File: config.mk
export PLATFORM = sky130hd
export DESIGN_NAME = fetchUnit
export DESIGN_NICKNAME = d
export VERILOG_FILES = /design/src/tinkerCfgPkg.sv /design/src/fetchUnit.sv
export SDC_FILE = /design/constraint.sdc
export NUM_CORES = 1
export LEC_CHECK = 0
export ABC_AREA = 1
export BUFFER_PORTS_ARGS = -buffer_cell sky130_fd_sc_hd__buf_2
export CAP_MARGIN = 15
export CORE_MARGIN = 1
export CORE_UTILIZATION = 45
export DETAILED_ROUTE_END_ITERATION = 7
export GPL_ROUTABILITY_DRIVEN = 0
export GPL_TIMING_DRIVEN = 1
export PLACE_DENSITY = 0.82
export SETUP_SLACK_MARGIN = 0.05
export SYNTH_ARGS = -nofsm -noshare
export SYNTH_HDL_FRONTEND = slang
export SYNTH_SLANG_ARGS = --single-unit
File: constraint.sdc
create_clock -name clk -period 5.85 [get_ports clk]
set_input_delay 1.17 -clock clk [delete_from_list [all_inputs] [get_ports clk]]
set_output_delay 1.17 -clock clk [all_outputs]
set_load 0.05 [all_outputs]
File: src/tinkerCfgPkg.sv
package tinkerCfgPkg;

    // Machine widths
    localparam int wordBits = 64;
    localparam int instrBits = 32;

    // Register file shape
    localparam int regCount = 32;
    localparam int regIndexBits = 5;
    localparam int stackReg = 31;

    // Default memory is 512 KiB
    localparam int defaultMemAddrBits = 19;

    // First fetch address after reset
    localparam logic [wordBits-1:0] resetPc = 64'h2000;

endpackage

File: src/fetchUnit.sv
module fetchUnit (
    input  logic clk,
    input  logic reset,
    input  logic pcUpdate,
    input  logic pcFromMemory,
    input  logic [tinkerCfgPkg::wordBits-1:0] nextPc,
    input  logic [tinkerCfgPkg::wordBits-1:0] readData,
    output logic [tinkerCfgPkg::wordBits-1:0] pc
);
    import tinkerCfgPkg::*;

    logic [wordBits-1:0] pcTarget;

    // Return takes its target from the stack slot in memory
    assign pcTarget = pcFromMemory ? readData : nextPc;

    always_ff @(posedge clk or posedge reset) begin
        if (reset) begin
            pc <= resetPc;
        end else if (pcUpdate) begin
            pc <= pcTarget;
        end
    end

endmodule

==> results of run 1 <==
per-layer routing:
| metal | track usage (%) | vias up |
|---|---|---|
| li1 | - | 1900 |
| met1 | 27.5 | 1674 |
| met2 | 38.8 | 161 |
| met3 | 4.19 | 12 |
| met4 | 8.60 | 0 |
| met5 | 0 | - |
Yosys cell counts:
library cell and instances:
dfstp_2 1, buf_4 7, nand3_1 64, clkbuf_8 6
inv_2 2, inv_1 129, buf_2 13, nand2_1 256
dfrtp_1 63
report_power, final:
part           leakage (uW)  switching (uW)  internal (uW)
clock             0.0000886             157            185
sequential         0.000765            26.2            490
combinational       0.00231             285            104
metrics by stage:
stage          power (uW)  hold slack (ps)  std cells  worst slack [ps]  util [%]
2_1_floorplan         803              577        541              3080         -
3_3_place_gp          909              459        814              2580      58.5
3_5_place_dp          915              460        814              2540      58.5
4_1_cts              1260              475        828              2880      60.7
5_1_grt              1310              498        828              2650      60.7
6_report             1250              473        828              2870      60.7
area by class of cell:
cell class              instances  area share, %
clock buffers                  14           3.70
inverters                     131           10.5
multi-input cells             320           27.5
flip-flops and latches         64           34.3
well taps                     102           2.73
repair buffers                197           21.2
worst min-delay path: cells and delay by family, from the launching register on:
family        cells  cell delay [ps]
flops             1              370
simple gates      2              100
how the worst max path moves through the flow:
stage | start | endpoint | cells past startpoint
after CTS | pcFromMemory | pc[41] | 5
after global routing | pcFromMemory | pc[41] | 5
after detailed placement | pcFromMemory | pc[41] | 5
final | pcFromMemory | pc[41] | 5
after global placement | pcFromMemory | pc[62] | 5
after floorplan | reset | pc[0] | 1
kinds of logic (layout without fill, tap and decap cells):
logic type | Yosys count | count (layout) | share of synthesized area (%)
flops | 64 | 64 | 44.8
buf+inv | 157 | 342 | 19.3
simple gates | 320 | 320 | 35.8
==> results_dict.tcl, run 1 <==
set metrics [dict create \
    worst_slew_pin_slew_ps 1180 \
    ys_ff_latch 64 \
    path_cells "buf_2, inv_2, nand2_1, nand3_1, nand2_1" \
    clock-root-buffer "clkbuf_8" \
    fp.coreArea_sq_mm 0.00769 \
    seqCellArea_sq_mm 0.00160 \
    synth.area.top_cells "dfrtp_1 44%, nand2_1 27%, inv_1 14%" \
    ff2ff_path_depth 2 \
    max_stage_delay_ps 850 \
    hp-start "pc[13]" \
    port_buffers 195 \
    path_class "in2reg" \
    rsz0062_at_grt "no" \
    grt_max_degree 66 \
    fin_skew_ps 0 \
    hold_viol 0 \
    syn_avg_cell_area_sq_um 6.61 \
    critPathArrivalTime_ps 3230 \
    start_util_pct 46.5 \
    crit_required_ps 6110 \
    powerDensity_mw_per_mm2 267 \
    clkSlewWorstSetupHoldPaths_ps 60 \
    r2r_slack_ps 5100 \
    regMostFlops "pc" \
    post-cts-setup-buffer-count 0 \
    ios 196 \
    multiInputGateArea_sq_mm 0.00128 \
    dr.max_layer_used "met4" \
    drc 0 \
    hold_end "pc[13]" \
    largest_register_ffs 64 \
    viasPerCell 4.53 \
    rr_endpoint "pc[13]" \
    crit_buf_inv 2 \
    max_slew_margin_pct 21.5 \
    cts_resized 0 \
    cpMaxStageDelayCell "buf_2" \
    cp-end-kind "register" \
    antenna_cells 0 \
    cts_buffer_depth 2 \
    antenna_left 0 \
    synth_top_cell_by_area "dfrtp_1" \
    wl_microns 9050 \
    crit_family "buffers and inverters" \
    reg.largest.list "pc (64)" \
    final_area_sq_mm 0.00467 \
    die_h_microns 91.1 \
    cts_tree "done" \
    area_delta_synth_final_pct 30.5 \
    wl_met2_microns 4400 \
    hp-class "reg2reg" \
    place_area_sq_mm 0.00449 \
    fin_crit_ps 2980 \
    drive_gt1_share_pct 29.3 \
    grt_pass1_wl_microns 15000 \
    ys_seq_area_share_pct 44.8 \
    final_common_cell "nand2_1" \
    vdd_drop_max_mv 0.142 \
    maxCapViolations 0 \
    grt_antenna_before_repair 0 \
    clk_latency_ps 320 \
    drt_iter0_drc 150 \
    fillers 755 \
    fmax_ghz 0.336 \
    num_vias 3747 \
    leakagePower_uw 0.00316 \
    r2r_start "pc[13]" \
    dp_hpwl_microns 6170 \
    yosysWarnings 0 \
    htreeDepth 3 \
    drtPass1Iterations 4 \
    netlist_instances 541 \
    track_usage_pct 22.3 \
    row_count 32 \
    dieWidth_microns 91.1 \
    final_nets 855 \
    startpoint_type "primary input" \
    outcome "finished, final reports clean" \
    die-area_sq_mm 0.00831 \
    grt_pass1_vias 3480 \
    yosys.cell_types.count 9 \
    worstPathMaxFanout 65 \
    cts_sinks 64 \
    path_common_cell "nand2_1" \
    synthesis.area_sq_mm 0.00358 \
    overflow 0 \
    setup_violations 0 \
    slew_viol_final 0 \
    mostFrequentLayoutCells "256 x nand2_1, 195 x buf_2, 128 x inv_1" \
    wl_per_cell_microns 10.9 \
    met3WireLength_microns 588 \
    cts_hold_buf 0 \
    setup_tns_ps 0 \
    cts_made_buffers 9 \
    wirelength_met1_microns 3930 \
    synth_fp_nets 673 \
    fin_crit_sh_pct 50.9 \
    yosys.area.top_type_share_pct 44.1 \
    hold_path_depth 2 \
]
(Power assumes the default switching activity.)
==> inputs of run 2 (changes only) <==
==> constraint.sdc (replaced) <==
create_clock -name clk -period 2.8 [get_ports clk]
set_input_delay 0.56 -clock clk [delete_from_list [all_inputs] [get_ports clk]]
set_output_delay 0.56 -clock clk [all_outputs]
set_load 0.05 [all_outputs]
==> results_dict.tcl, run 2 (synthesis results as in run 1) <==
set metrics [dict create \
    antenna_left 0 \
    row_count 32 \
    grt_antenna_before_repair 0 \
    outcome "finished, final reports clean" \
    htreeDepth 3 \
    clock-root-buffer "clkbuf_8" \
    fmax_ghz 0.603 \
    grt_max_degree 65 \
    max_stage_delay_ps 530 \
    die-area_sq_mm 0.00831 \
    path_class "reg2out" \
    antenna_cells 0 \
    worstPathMaxFanout 2 \
    critPathArrivalTime_ps 1100 \
    crit_buf_inv 1 \
    final_nets 858 \
    track_usage_pct 21.9 \
    setup_violations 0 \
    post-cts-setup-buffer-count 0 \
    num_vias 3752 \
    regMostFlops "pc" \
    powerDensity_mw_per_mm2 536 \
    start_util_pct 46.5 \
    final_cells 830 \
    grt_pass1_vias 3523 \
    port_buffers 195 \
    fin_skew_ps 0 \
    cts_buffer_depth 2 \
    vdd_drop_max_mv 0.354 \
    clkSlewWorstSetupHoldPaths_ps 60 \
    worst_slew_pin_slew_ps 984 \
    wl_microns 8950 \
    viasPerCell 4.52 \
    fin_crit_ps 1660 \
    overflow 0 \
    cpMaxStageDelayCell "dfstp_2" \
    cts_hold_buf 0 \
    setup_tns_ps 0 \
    startpoint_type "register" \
    ios 196 \
    drt_iter0_drc 91 \
    max_slew_margin_pct 34.4 \
    cts_made_buffers 9 \
    crit_family "flip-flops" \
    area_delta_synth_final_pct 31.0 \
    drive_gt1_share_pct 29.5 \
    maxCapViolations 0 \
    grt_pass1_wl_microns 14700 \
    cp-end-kind "output port" \
    drc 0 \
    dieWidth_microns 91.1 \
    dp_hpwl_microns 6650 \
    cts_tree "done" \
    fp.coreArea_sq_mm 0.00769 \
    wl_per_cell_microns 10.8 \
    reg.largest.list "pc (64)" \
    rsz0062_at_grt "no" \
    fin_crit_sh_pct 59.3 \
    placed_cells 817 \
    final_common_cell "nand2_1" \
    slew_viol_final 0 \
    cts_sinks 64 \
    path_cells "buf_2" \
    drtPass1Iterations 4 \
    leakagePower_uw 0.00317 \
    largest_register_ffs 64 \
    crit_required_ps 2240 \
    clk_latency_ps 310 \
    hp-class "in2async" \
    cts_resized 0 \
    hold_viol 0 \
    die_h_microns 91.1 \
    mostFrequentLayoutCells "256 x nand2_1, 195 x buf_2, 128 x inv_1" \
]
## run 2: changes by cell type in the layout (fill, tap and decap cells not counted), sizes merged
cell	previous run	this run
clkbuf	14	11
clkinv	0	2
buf	197	200
## run 2: where the power goes
group          total [uW]  switching (uW)  internal (uW)
clock                 607             303            304
sequential           1080            57.4           1020
combinational         821             599            222
## run 2: path summary, 6_finish.rpt
kind	start	to	slack, ps	cells after the start
min	reset	pc[36]	330	2
min reg2reg	pc[13]	pc[13]	470	2
max	pc[13]	pc[13]	1140	1
min in group clk	pc[13]	pc[13]	470	2
max in group asynchronous	reset	pc[35]	1870	3
max reg2reg	pc[13]	pc[13]	2060	2
## run 2: final cells by class
cell class,count,area [sq um]
fillers,718,3000
flip-flops and latches,64,1600
multi-input cells,320,1280
repair buffers,200,1040
inverters,131,492
clock buffers,11,131
well taps,102,128
clock inverters,2,10.0
## run 2: layer usage
layer | up-vias | share of wire (%) | track usage, % | wire, microns
met5 | - | 0 | 0 | 0
met4 | 0 | 1.9 | 9.39 | 167
met3 | 15 | 6.4 | 3.60 | 569
met2 | 157 | 49 | 40.1 | 4410
met1 | 1670 | 42 | 25.0 | 3800
li1 | 1910 | - | - | -
## run 2: through the flow
| stage | instance area [sq um] | setup slack [ps] | utilization [%] | power, uW | hold WS (ps) |
|---|---|---|---|---|---|
| 2_1_floorplan | 3580 | 644 | - | 1680 | 577 |
| 3_3_place_gp | 4540 | 1130 | 59.1 | 1910 | 458 |
| 3_5_place_dp | 4540 | 1070 | 59.1 | 1920 | 461 |
| 4_1_cts | 4680 | 1120 | 60.9 | 2540 | 347 |
| 5_1_grt | 4680 | 1110 | 60.9 | 2650 | 385 |
| 6_report | 4680 | 1140 | 60.9 | 2510 | 329 |
