[src/tinkerCfgPkg.sv]
package tinkerCfgPkg;

    // Machine widths
    localparam int wordBits = 64;
    localparam int instrBits = 32;

    // Register file shape
    localparam int regCount = 32;
    localparam int regIndexBits = 5;
    localparam int stackReg = 31;

    // Default memory is 512 KiB
    localparam int defaultMemAddrBits = 19;

    // First fetch address after reset
    localparam logic [wordBits-1:0] resetPc = 64'h2000;

endpackage

[src/tinkerIsaPkg.sv]
package tinkerIsaPkg;

    localparam int opcodeBits = 5;
    localparam int literalBits = 12;

    typedef logic [opcodeBits-1:0] opcodeT;

    // Field positions, lsb of each field in the instruction word
    localparam int opcodeLsb = 27;
    localparam int rdLsb = 22;
    localparam int rsLsb = 17;
    localparam int rtLsb = 12;
    localparam int literalLsb = 0;

    // Logic and shifts
    localparam opcodeT opAnd = 5'h00;
    localparam opcodeT opOr = 5'h01;
    localparam opcodeT opXor = 5'h02;
    localparam opcodeT opNot = 5'h03;
    localparam opcodeT opShr = 5'h04;
    localparam opcodeT opShl = 5'h06;

    // Control flow
    localparam opcodeT opJmp = 5'h08;
    localparam opcodeT opBr = 5'h0A;
    localparam opcodeT opBrnz = 5'h0B;
    localparam opcodeT opCall = 5'h0C;
    localparam opcodeT opRet = 5'h0D;
    localparam opcodeT opBrgt = 5'h0E;
    localparam opcodeT opHalt = 5'h0F;

    // Memory and data movement
    localparam opcodeT opLd = 5'h10;
    localparam opcodeT opMerge = 5'h12;
    localparam opcodeT opSt = 5'h13;

    // Integer arithmetic
    localparam opcodeT opAdd = 5'h18;
    localparam opcodeT opAddi = 5'h19;
    localparam opcodeT opSub = 5'h1A;
    localparam opcodeT opSubi = 5'h1B;
    localparam opcodeT opMul = 5'h1C;

    typedef enum logic [2:0] {
        stFetch,
        stDecode,
        stExecute,
        stMemory,
        stWriteback,
        stHalted
    } seqStateT;

endpackage

[src/sequencer.sv]
module sequencer (
    input  logic clk,
    input  logic reset,
    input  logic [tinkerCfgPkg::instrBits-1:0] instruction,
    output tinkerIsaPkg::opcodeT opcode,
    output logic [tinkerCfgPkg::regIndexBits-1:0] rdIndex,
    output logic [tinkerCfgPkg::regIndexBits-1:0] rsIndex,
    output logic [tinkerCfgPkg::regIndexBits-1:0] rtIndex,
    output logic [tinkerIsaPkg::literalBits-1:0] literal,
    output logic useLiteral,
    output logic pcUpdate,
    output logic pcFromMemory,
    output logic regWriteEnable,
    output logic writeFromMemory,
    output logic memWriteEnable,
    output logic hlt
);
    import tinkerCfgPkg::*;
    import tinkerIsaPkg::*;

    seqStateT state;
    seqStateT stateNext;
    opcodeT decodedOp;
    logic immForm;
    logic writesReg;
    logic usesMemory;

    assign decodedOp = instruction[opcodeLsb +: opcodeBits];
    // addi, subi and merge read rd as their first source
    assign immForm = decodedOp == opAddi || decodedOp == opSubi || decodedOp == opMerge;

    always_comb begin
        case (opcode)
            opAnd, opOr, opXor, opNot, opShr, opShl,
            opMerge, opAdd, opAddi, opSub, opSubi, opMul, opLd: writesReg = 1'b1;
            default: writesReg = 1'b0;
        endcase
    end

    assign usesMemory = opcode == opLd || opcode == opSt || opcode == opCall || opcode == opRet;

    always_comb begin
        case (state)
            stFetch: stateNext = stDecode;
            stDecode: stateNext = stExecute;
            stExecute: begin
                if (opcode == opHalt) begin
                    stateNext = stHalted;
                end else if (usesMemory) begin
                    stateNext = stMemory;
                end else if (writesReg) begin
                    stateNext = stWriteback;
                end else begin
                    stateNext = stFetch;
                end
            end
            stMemory: stateNext = writesReg ? stWriteback : stFetch;
            stWriteback: stateNext = stFetch;
            stHalted: stateNext = stHalted;
            default: stateNext = stFetch;
        endcase
    end

    always_ff @(posedge clk or posedge reset) begin
        if (reset) begin
            state <= stFetch;
            opcode <= '0;
            useLiteral <= 1'b0;
        end else begin
            state <= stateNext;
            if (state == stDecode) begin
                opcode <= decodedOp;
                useLiteral <= immForm || decodedOp == opLd || decodedOp == opSt;
            end
        end
    end

    // Register fields are held from decode to the end of the instruction
    always_ff @(posedge clk) begin
        if (state == stDecode) begin
            rdIndex <= instruction[rdLsb +: regIndexBits];
            rsIndex <= immForm ? instruction[rdLsb +: regIndexBits]
                               : instruction[rsLsb +: regIndexBits];
            rtIndex <= instruction[rtLsb +: regIndexBits];
            literal <= instruction[literalLsb +: literalBits];
        end
    end

    // Last state of an instruction is the one that returns to fetch
    assign pcUpdate = stateNext == stFetch;
    assign pcFromMemory = state == stMemory && opcode == opRet;
    assign regWriteEnable = state == stWriteback;
    assign writeFromMemory = state == stWriteback && opcode == opLd;
    assign memWriteEnable = state == stMemory && (opcode == opSt || opcode == opCall);
    assign hlt = state == stHalted;

endmodule

[config.mk]
export PLATFORM = sky130hd
export DESIGN_NAME = sequencer
export DESIGN_NICKNAME = d
export VERILOG_FILES = /design/src/tinkerCfgPkg.sv /design/src/tinkerIsaPkg.sv /design/src/sequencer.sv
export SDC_FILE = /design/constraint.sdc
export NUM_CORES = 1
export LEC_CHECK = 0
export BUFFER_PORTS_ARGS = -buffer_cell sky130_fd_sc_hd__buf_4
export CAP_MARGIN = 5
export CORE_ASPECT_RATIO = 1.25
export CORE_UTILIZATION = 45
export CTS_CLUSTER_DIAMETER = 30
export DETAILED_ROUTE_END_ITERATION = 8
export GPL_ROUTABILITY_DRIVEN = 0
export PLACE_DENSITY = 0.83
export SKIP_CTS_REPAIR_TIMING = 1
export SYNTH_ARGS = -nofsm -noshare
export SYNTH_HDL_FRONTEND = slang
export SYNTH_SLANG_ARGS = --single-unit
[constraint.sdc]
create_clock -name clk -period 2.45 [get_ports clk]
set_input_delay 0 -clock clk [delete_from_list [all_inputs] [get_ports clk]]
set_output_delay 0 -clock clk [all_outputs]
set_load 0.02 [all_outputs]
==> out/results.ini, run 1 <==
[worst_setup_path]
critPathMaxFanout = 32
crit_type = reg -> reg
critPathLaunchType = flip-flop
worst_path_most_repeated_cell = inv_2
crit_path_end_kind = flip-flop
max_stage_delay_ps = 520
cp_top_family = simple AND/OR/NAND/NOR gates
arrival_ps = 2150
crit_buf_inv = 2
cp_cell_sequence = inv_2 -> or3_1 -> inv_2 -> o311ai_1 -> nand2_1
cp.required_ps = 2680
worst_path_max_delay_cell = inv_2

[clock_tree]
cts_made_buffers = 5
cts.sinks = 36
path_clk_slew_ps = 70
clk_path_buf_depth = 2
htree_levels = 2
worst_skew_pair.late_latency_ps = 300
cts_tree = done
root_buffer = clkbuf_8

[drt]
avgViaCountPerCell = 5.22
drcViolationCount = 0
wirelength_um = 4430
vias = 1362
ant_nets = 0
drtIter0Drc = 36
drtPass1Iterations = 5
wl_per_cell_um = 17.0

[finish]
design.final.nets = 257
area.growth.synth_to_final_pct = 63.0
drive_gt1_share_pct = 37.9
multiInputGateArea_um2 = 444
regArea_um2 = 1040
utilization_pct = 76.9
num_antenna_cells = 0
n_fill_cell = 186

[sta]
whs_ps = -4.67
finalSetupViolations = 0
tightest_slew_ps = 620
skew_ps = 5.09
drv_slew = 0
period_share_pct = 78.7
fin_crit_ps = 1930
rsz0062_at_grt = false
fin_setup_tns_ps = 0
relSlewSlack_pct = 58.6
fmax_mhz = 519
hold_viol = 2

[status]
outcome = complete, but fails checks
violations = hold timing

[power_and_ir_drop]
p_per_area_nw_per_um2 = 1120
p_total_mw = 2.79
ir_worst_vdd_mv = 0.878
p_leak_nw = 1.08

[global_route]
track_usage_pct = 20.4
grt_pass1_vias = 1111
grt_max_degree = 33
antenna_found_initial = 0
overflow = 0
grt_pass1_wl_um = 4990

[floorplan]
fp.dieW_um = 54.0
die_h_um = 67.0
coreArea_um2 = 3220
initial_utilization_pct = 47.2
die_area_um2 = 3620
ios = 73
rows = 23

[synth]
synth_seq_cells = 36
synth.avg_cell_area_um2 = 12.7
synthesis.instances = 120
synth_cell_types = 37
ys_seq_area_share_pct = 68.1
syn_nets = 154
syn-cell-area_um2 = 1520
ys.warnings.count = 0

[flow_run]
maxCapViolCount = 0

[placement]
port-buffer-count = 72
hpwl_um = 2470

[worst_hold_path]
worstHoldPathType = in -> reg

## power breakdown
part / switching, mW / internal [mW] / total (mW)
Clock: 0.220 / 0.302 / 0.522
Sequential: 0.208 / 0.921 / 1.13
Combinational: 0.664 / 0.471 / 1.13
## final cells by class
class | count | share of cell area (%)
Inverter | 4 | 0.605
Sequential cell | 36 | 41.8
Tap cell | 37 | 1.87
Clock buffer | 6 | 2.93
Clock inverter | 2 | 1.41
Multi-Input combinational cell | 75 | 17.9
Timing Repair Buffer | 101 | 33.5
## synth_stat cells, drive strengths merged
cell / number / area share, %
a21o: 1 / 0.49
a21oi: 9 / 3.0
a221oi: 1 / 0.58
a31oi: 1 / 0.41
and2: 1 / 0.41
and3: 1 / 0.41
and3b: 1 / 0.66
buf: 4 / 1.5
clkbuf: 1 / 0.25
dfrtp: 9 / 15
edfxtp: 27 / 53
inv: 4 / 0.99
mux2: 5 / 3.7
nand2: 20 / 4.9
nand2b: 5 / 2.1
nand3: 3 / 0.99
nand3b: 1 / 0.49
nand4: 1 / 0.41
nand4b: 1 / 0.58
nor2: 5 / 1.4
nor2b: 2 / 0.99
nor3: 2 / 0.66
nor3b: 2 / 0.99
o211ai: 1 / 0.49
o21ai: 5 / 1.6
o311ai: 1 / 0.58
o31ai: 1 / 0.82
or2: 1 / 0.41
or3: 1 / 0.41
or4: 1 / 0.49
or4b: 1 / 0.66
xor2: 1 / 0.58
## flip-flops by register name (all words and copies together), names as in the netlist
signal      count
literal        12
opcode          5
rdIndex         5
rsIndex         5
rtIndex         5
state           3
useLiteral      1
## worst register-to-register path: stages, from the launching register on
cell	delay, ps
dfrtp_1	430
inv_2	80
or3_1	490
inv_2	520
o311ai_1	210
nand2_1	120
## routing by layer
metal	track usage, %	vias up	part of all wire [%]
li1	-	637	-
met3	7.08	12	10
met4	13.8	0	2.4
met2	31.5	101	47
met5	0	-	0
met1	23.2	612	40
## through the flow
stage          instances  setup WS (ps)  hold WS, ps  area, um^2
2_1_floorplan        120            748         -172        1520
3_3_place_gp         224            630        -19.5        2080
3_5_place_dp         224            570        -10.2        2080
4_1_cts              232            557         -326        2190
5_1_grt              261            399         4.12        2480
6_report             261            522        -4.67        2480
## final timing paths
path / startpoint / end / slack, ps / depth (start not counted)
max reg2reg: state[0]$_DFF_PP0_ / useLiteral$_DFFE_PP0N_ / 520 / 5
min reg2reg: useLiteral$_DFFE_PP0N_ / useLiteral$_DFFE_PP0N_ / 580 / 2
min: instruction[18] / rsIndex[1]$_DFFE_PN_ / -5 / 2
max: state[0]$_DFF_PP0_ / useLiteral$_DFFE_PP0N_ / 520 / 5
max in group asynchronous: reset / opcode[1]$_DFFE_PP0N_ / 1920 / 3
min in group asynchronous: reset / opcode[0]$_DFFE_PP0N_ / 240 / 3
## cell families (layout without fill, tap and decap cells)
family,Yosys count,after routing,share of synthesized area (%)
AND/OR/NAND/NOR,49,49,16.9
multiplexers,5,5,3.70
XOR/XNOR,1,1,0.576
AO/OA/AOI/OAI,20,20,7.98
buffers and inverters,9,113,2.71
flip-flops,36,36,68.1
## layout by cell type (no fill, tap or decap), types with 3 or more instances in the layout
cell	instances
o21ai_0	3
buf_4	72
nand2b_1	5
clkbuf_8	5
nor2_1	4
dfrtp_1	9
nand3_1	3
nand2_1	20
mux2_1	5
a21oi_1	9
dlygate4sd3_1	29
edfxtp_1	27
Note: power is estimated with default switching activity, not from simulation.
==> run 2: changes to the inputs <==
ABC_AREA = 1   (was not set)
CORE_UTILIZATION = 40   (was 45)
PLACE_DENSITY = 0.8   (was 0.83)
clock period = 1.58 ns   (was 2.45 ns; I/O delays follow)
==> run 2 against run 1 <==
Compared with the run above: the flow finishes with violations (setup timing); die area is 5.9% higher; global-route usage shrank 3.5 points; critical path depth rose by 3; cell area is 0.91% higher; via count decreased by 2.5%; non-clock buffer count is 5 higher; worst setup slack worse by 570 ps; count of clock-buffer cells in the layout up 1; critical path type is now reg -> out; largest cell class unchanged.
==> out/results.ini, run 2 <==
[sta]
rsz0062_at_grt = true
relSlewSlack_pct = 75.4  ; +17 points
skew_ps = 3.12  ; -1.97 ps
drv_slew = 0  ; unchanged
tightest_slew_ps = 368  ; -252 ps
period_share_pct = 103
hold_viol = 0  ; -2
fmax_mhz = 616
setup_ws_ps = -44.4  ; -567 ps
fin_crit_ps = 1620
finalSetupViolations = 1  ; +1

[status]
outcome = complete, but fails checks
violations = setup timing

[drt]
wirelength_um = 3970  ; -10%
drt-met1-wl_um = 1340  ; -25%
drcViolationCount = 0  ; unchanged
met2WireLength_um = 2320  ; +11%
wl_per_cell_um = 14.7  ; -14%
drtIter0Drc = 38  ; +5.6%
dr.max_layer_used = met4
ant_nets = 0  ; unchanged
vias = 1328  ; -2.5%
drtPass1Iterations = 4  ; -1
avgViaCountPerCell = 4.90  ; -6.1%
routed-wl-met3_um = 212  ; -52%

[clock_tree]
cts.sinks = 36  ; unchanged
htree_levels = 2  ; unchanged
root_buffer = clkbuf_8
cts_tree = done
cts_made_buffers = 5  ; unchanged
path_clk_slew_ps = 70  ; about the same
clk_path_buf_depth = 2  ; unchanged
worst_skew_pair.late_latency_ps = 280  ; -20 ps

[finish]
largest_register_ffs = 12  ; unchanged
num_antenna_cells = 0  ; unchanged
area.growth.synth_to_final_pct = 74.4
utilization_pct = 75.6  ; -1.3 points
final_common_cell = buf_4
drive_gt1_share_pct = 47.4  ; +9.5 points
design.final.nets = 267  ; +3.9%
final_cell_area_um2 = 2500  ; +0.91%
largest_register = literal
layout_common_cells = 77 x buf_4, 27 x dlygate4sd3_1, 27 x edfxtp_1

[floorplan]
die_h_um = 69.0  ; +2.9%
fp.dieW_um = 55.6  ; +2.9%
rows = 23  ; unchanged
coreArea_um2 = 3310  ; +2.7%
ios = 73  ; unchanged
initial_utilization_pct = 43.4  ; -3.8 points
die_area_um2 = 3830  ; +5.9%

[synth]
syn-cell-area_um2 = 1440  ; -5.7%
synth_edf_count = 27  ; unchanged
yosys-top-cells-area = edfxtp_1 56%, dfrtp_1 16%, nand2_1 7.3%
synth_common_cells = 28 x nand2_1, 27 x edfxtp_1, 13 x inv_1
syn_nets = 155  ; +0.65%
synth_area_leader_cell = edfxtp_1
ys.warnings.count = 0  ; unchanged
async_reset_ff_share_pct = 25.0  ; unchanged
synth.avg_cell_area_um2 = 11.9  ; -6.5%
synth_seq_cells = 36  ; unchanged
synth_cell_types = 17  ; -54%
yosysMostFrequentCell = nand2_1
synthFlopType = edfxtp_1
synthesis.instances = 121  ; +0.83%
synth_top_area_share_pct = 56.5  ; +3.2 points
ys_seq_area_share_pct = 72.2  ; +4.1 points

[placement]
port-buffer-count = 72  ; unchanged
hpwl_um = 2540  ; +2.9%
place_area_um2 = 2050  ; -1.7%
place_ws_ps = 242  ; -327 ps

[global_route]
grt_max_degree = 27  ; -18%
track_usage_pct = 16.9  ; -3.5 points
antenna_found_initial = 0  ; unchanged
overflow = 0  ; unchanged
grt_pass1_vias = 1046  ; -5.9%
grt_pass1_wl_um = 4750  ; -4.8%

[power_and_ir_drop]
p_sw_mw = 1.74  ; +60%
combinationalPowerShare_pct = 47.2  ; +6.5 points
p_per_area_nw_per_um2 = 1760  ; +57%
p_leak_nw = 1.13  ; +5.0%
p_int_mw = 2.67  ; +57%
ir_worst_vdd_mv = 1.50  ; +71%
clkPwrFrac_pct = 15.2  ; -3.5 points
swShare_pct = 39.5  ; +0.35 points
seqPwrFrac_pct = 37.6  ; -2.9 points

[worst_setup_path]
critPathLaunchType = flip-flop
arrival_ps = 1620  ; -530 ps
crit_type = reg -> out
crit_path_end_kind = output pin
r2r_slack_ps = 260  ; -260 ps
cp.required_ps = 1580  ; -1100 ps
critPathMaxFanout = 5  ; -84%

[flow_run]
maxCapViolCount = 0  ; unchanged

[worst_hold_path]
worstHoldPathType = in -> reg

## run 2: cell types whose count changed after synthesis, sizes merged, moves of 2 or more
| cell | before | now |
|---|---|---|
| nand2 | 20 | 30 |
| nor2 | 5 | 11 |
| nand2b | 5 | 0 |
| nor3b | 2 | 0 |
| buf | 4 | 1 |
| o21ai | 5 | 8 |
| nand3 | 3 | 7 |
| nor2b | 2 | 0 |
| inv | 4 | 15 |
| a21oi | 9 | 4 |
## run 2: layout make-up
type	count	area, um^2
fill	210	807
clock inverter	1	7.51
multi-input combinational	68	382
inverter	16	60.1
sequential	36	1040
timing repair buffer	106	880
tap	37	46.3
clock buffer	7	86.3
## run 2: worst paths after layout
check                                  startpoint                endpoint  cells after the start
max                         opcode[0]$_DFFE_PP0N_                pcUpdate                      8
min                               instruction[29]   opcode[2]$_DFFE_PP0N_                      3
max reg2reg                 opcode[3]$_DFFE_PP0N_      state[2]$_DFF_PP0_                      9
min reg2reg                useLiteral$_DFFE_PP0N_  useLiteral$_DFFE_PP0N_                      2
max in group asynchronous                   reset   opcode[3]$_DFFE_PP0N_                      3
min in group asynchronous                   reset  useLiteral$_DFFE_PP0N_                      3
## run 2: metal layers
layer	up-vias	GRT usage [%]
met5	-	0
met4	0	11.6
met3	12	5.04
met2	53	28.9
met1	631	18.6
li1	632	-
## run 2: kinds of logic (layout without fill, tap and decap cells)
group	after synthesis	in the layout	share of synthesized area (%)
buffers and inverters	17	130	4.53
multiplexers	5	5	3.92
AND/OR/NAND/NOR	51	51	15.2
flip-flops	36	36	72.2
AO/OA/AOI/OAI	12	12	4.18
## run 2: critical path, stage by stage (launching register included)
cell      delay, ps
dfrtp_2         440
nand2_1          70
clkinv_1         80
nand3_2         110
nand3_1         150
o21ai_2         180
nand2_1          80
nor2_2           90
buf_6           120
## run 2: power by group through the flow
stage,logic (mW),registers [mW],clock network (mW)
floorplan,0.626,1.98,0
global placement,1.73,1.62,0
detailed placement,1.78,1.64,0
CTS,1.78,1.63,0.688
global route,2.23,1.70,0.731
finish,2.08,1.66,0.671
## run 2: per-stage QoR
stage / total power, mW / std cells / hold WS, ps / setup TNS [ps]
final: 4.41 / 271 / 10.9 / -44.4
after global routing: 4.66 / 271 / 9.94 / -213
after CTS: 4.10 / 239 / -315 / -118
after detailed placement: 3.42 / 231 / -2.89 / 0
after global placement: 3.35 / 231 / -17.1 / 0
after floorplan: 2.61 / 121 / -172 / 0
==> run 3: changes to the inputs <==
CORE_UTILIZATION = 44   (was 40)
PLACE_DENSITY = 0.83   (was 0.8)
TNS_END_PERCENT = 20   (was not set)
clock period = 1.8 ns   (was 1.58 ns; I/O delays follow)
==> run 3 against run 2 <==
Compared with the run above: the run now ends clean; critical path depth up 2; combinational power down 21%; sequential share of layout area up 0.45 points; total power down 17%; hold slack better by 160 ps; register-to-register slack better by 210 ps; utilization up 6.0 points; global-route usage up 1.8 points; sequential power down 13%; cell count unchanged; critical path type unchanged; critical endpoint unchanged; highest routed layer unchanged.
==> out/results.ini, run 3 (same netlist as run 2, synthesis figures left out) <==
[drt]
avgViaCountPerCell = 4.81  ; -1.8%
drcViolationCount = 0  ; unchanged
wl_per_cell_um = 14.8  ; +0.75%
ant_nets = 0  ; unchanged
drtPass1Iterations = 4  ; unchanged
vias = 1304  ; -1.8%
wirelength_um = 4000  ; +0.75%
drtIter0Drc = 43  ; +13%

[power_and_ir_drop]
swShare_pct = 39.3  ; -0.28 points
p_per_area_nw_per_um2 = 1480  ; -16%
ir_worst_vdd_mv = 1.34  ; -11%
p_total_mw = 3.65  ; -17%
p_int_mw = 2.22  ; -17%
combinationalPowerShare_pct = 45.1  ; -2.1 points
seqPwrFrac_pct = 39.6  ; +2.0 points
p_sw_mw = 1.43  ; -18%
p_leak_nw = 1.14  ; +0.16%
clkPwrFrac_pct = 15.3  ; about the same

[worst_setup_path]
crit_path_end_kind = output pin
arrival_ps = 1710  ; +90 ps
crit_type = reg -> out
cp.required_ps = 1800  ; +220 ps
critPathLaunchType = flip-flop
critPathMaxFanout = 7  ; +2

[status]
outcome = complete, no violations

[finish]
instances_no_fill = 271  ; unchanged
largest_register_ffs = 12  ; unchanged
n_fill_cell = 166  ; -21%
drive_gt1_share_pct = 42.6  ; -4.9 points
num_antenna_cells = 0  ; unchanged
design.final.nets = 268  ; +0.37%
final_common_cell = buf_4
utilization_pct = 81.6  ; +6.0 points
largest_register = literal
final_cell_area_um2 = 2470  ; -1.3%
layout_common_cells = 73 x buf_4, 33 x dlygate4sd3_1, 28 x nand2_1
area.growth.synth_to_final_pct = 72.1

[sta]
period_share_pct = 95.1
setup_ws_ps = 88.7  ; +133 ps
hold_viol = 0  ; unchanged
fmax_mhz = 584
drv_slew = 0  ; unchanged
whs_ps = 176  ; +165 ps
relSlewSlack_pct = 75.9  ; +0.52 points
finalSetupViolations = 0  ; -1
fin_setup_tns_ps = 0  ; +44.4 ps
fin_crit_ps = 1710
tightest_slew_ps = 361  ; -7.75 ps
skew_ps = 11.3  ; +8.15 ps

[clock_tree]
cts_made_buffers = 5  ; unchanged
root_buffer = clkbuf_4
cts.sinks = 36  ; unchanged
clk_path_buf_depth = 2  ; unchanged
htree_levels = 2  ; unchanged
path_clk_slew_ps = 110  ; +40 ps
cts_tree = done
worst_skew_pair.late_latency_ps = 340  ; +60 ps

[flow_run]
maxCapViolCount = 0  ; unchanged

[global_route]
grt_max_degree = 39  ; +44%
antenna_found_initial = 0  ; unchanged
overflow = 0  ; unchanged
grt_pass1_vias = 1044  ; -0.19%
track_usage_pct = 18.7  ; +1.8 points
grt_pass1_wl_um = 4520  ; -4.8%

[floorplan]
rows = 22  ; -4.3%
initial_utilization_pct = 47.4  ; +4.0 points
ios = 73  ; unchanged
die_area_um2 = 3500  ; -8.8%
die_h_um = 65.9  ; -4.5%
fp.dieW_um = 53.1  ; -4.5%
coreArea_um2 = 3030  ; -8.5%

[placement]
port-buffer-count = 72  ; unchanged
hpwl_um = 2390  ; -5.9%
place_area_um2 = 2040  ; -0.43%
dp_cells = 229  ; -0.87%
place_ws_ps = 438  ; +195 ps

[worst_hold_path]
worstHoldPathType = in -> async

-- run 3: cell types whose count changed in the layout (fill, tap and decap cells not counted), sizes merged --
cell,previous run,this run
dlygate4sd3,27,33
buf,79,74
bufinv,0,1
clkbuf,7,6
clkinv,1,2
clkinvlp,1,0
-- run 3: worst max-delay path, cell delays in order (launching register included) --
cell     delay (ps)
dfrtp_2         460
nor2_2          160
nand3_1         150
nand2_1         110
nor2_1           40
nand2_1          50
nand2_1          50
nand2_1          60
nand2_2          50
nor2_2           80
buf_4           150
-- run 3: power groups by stage --
| stage | Combinational [mW] | Clock, mW | Sequential, mW |
|---|---|---|---|
| floorplan | 0.550 | 0 | 1.74 |
| global placement | 1.50 | 0 | 1.43 |
| detailed placement | 1.53 | 0 | 1.44 |
| CTS | 1.54 | 0.560 | 1.43 |
| global route | 1.78 | 0.603 | 1.47 |
| finish | 1.65 | 0.558 | 1.45 |
-- run 3: area by class of cell --
| type | instances | area, um^2 | share of cell area (%) |
|---|---|---|---|
| flip-flops and latches | 36 | 1040 | 42.0 |
| repair buffers | 107 | 898 | 36.4 |
| multi-input cells | 68 | 352 | 14.2 |
| inverters | 16 | 60.1 | 2.43 |
| well taps | 36 | 45.0 | 1.82 |
| clock buffers | 6 | 41.3 | 1.67 |
| clock inverters | 2 | 35.0 | 1.42 |
-- run 3: metal layers --
| metal | global-route usage (%) | wire length [um] | vias up | share of wire (%) |
|---|---|---|---|---|
| met2 | 30.4 | 2030 | 71 | 51 |
| met3 | 5.75 | 373 | 5 | 9.3 |
| li1 | - | - | 632 | - |
| met1 | 22.2 | 1560 | 596 | 39 |
| met5 | 0 | 0 | - | 0 |
| met4 | 8.88 | 46 | 0 | 1.1 |
-- run 3: final timing paths --
path / start / to / slack (ps) / depth (start not counted)
setup reg to reg: state[1]$_DFF_PP0_ / opcode[2]$_DFFE_PP0N_ / 470 / 7
min in group clk: instruction[4] / literal[4]$_DFFE_PN_ / 380 / 2
setup / recovery: opcode[2]$_DFFE_PP0N_ / pcUpdate / 90 / 10
max in group asynchronous: reset / opcode[2]$_DFFE_PP0N_ / 1330 / 3
hold / removal: reset / state[1]$_DFF_PP0_ / 180 / 3
hold reg to reg: useLiteral$_DFFE_PP0N_ / useLiteral$_DFFE_PP0N_ / 540 / 2
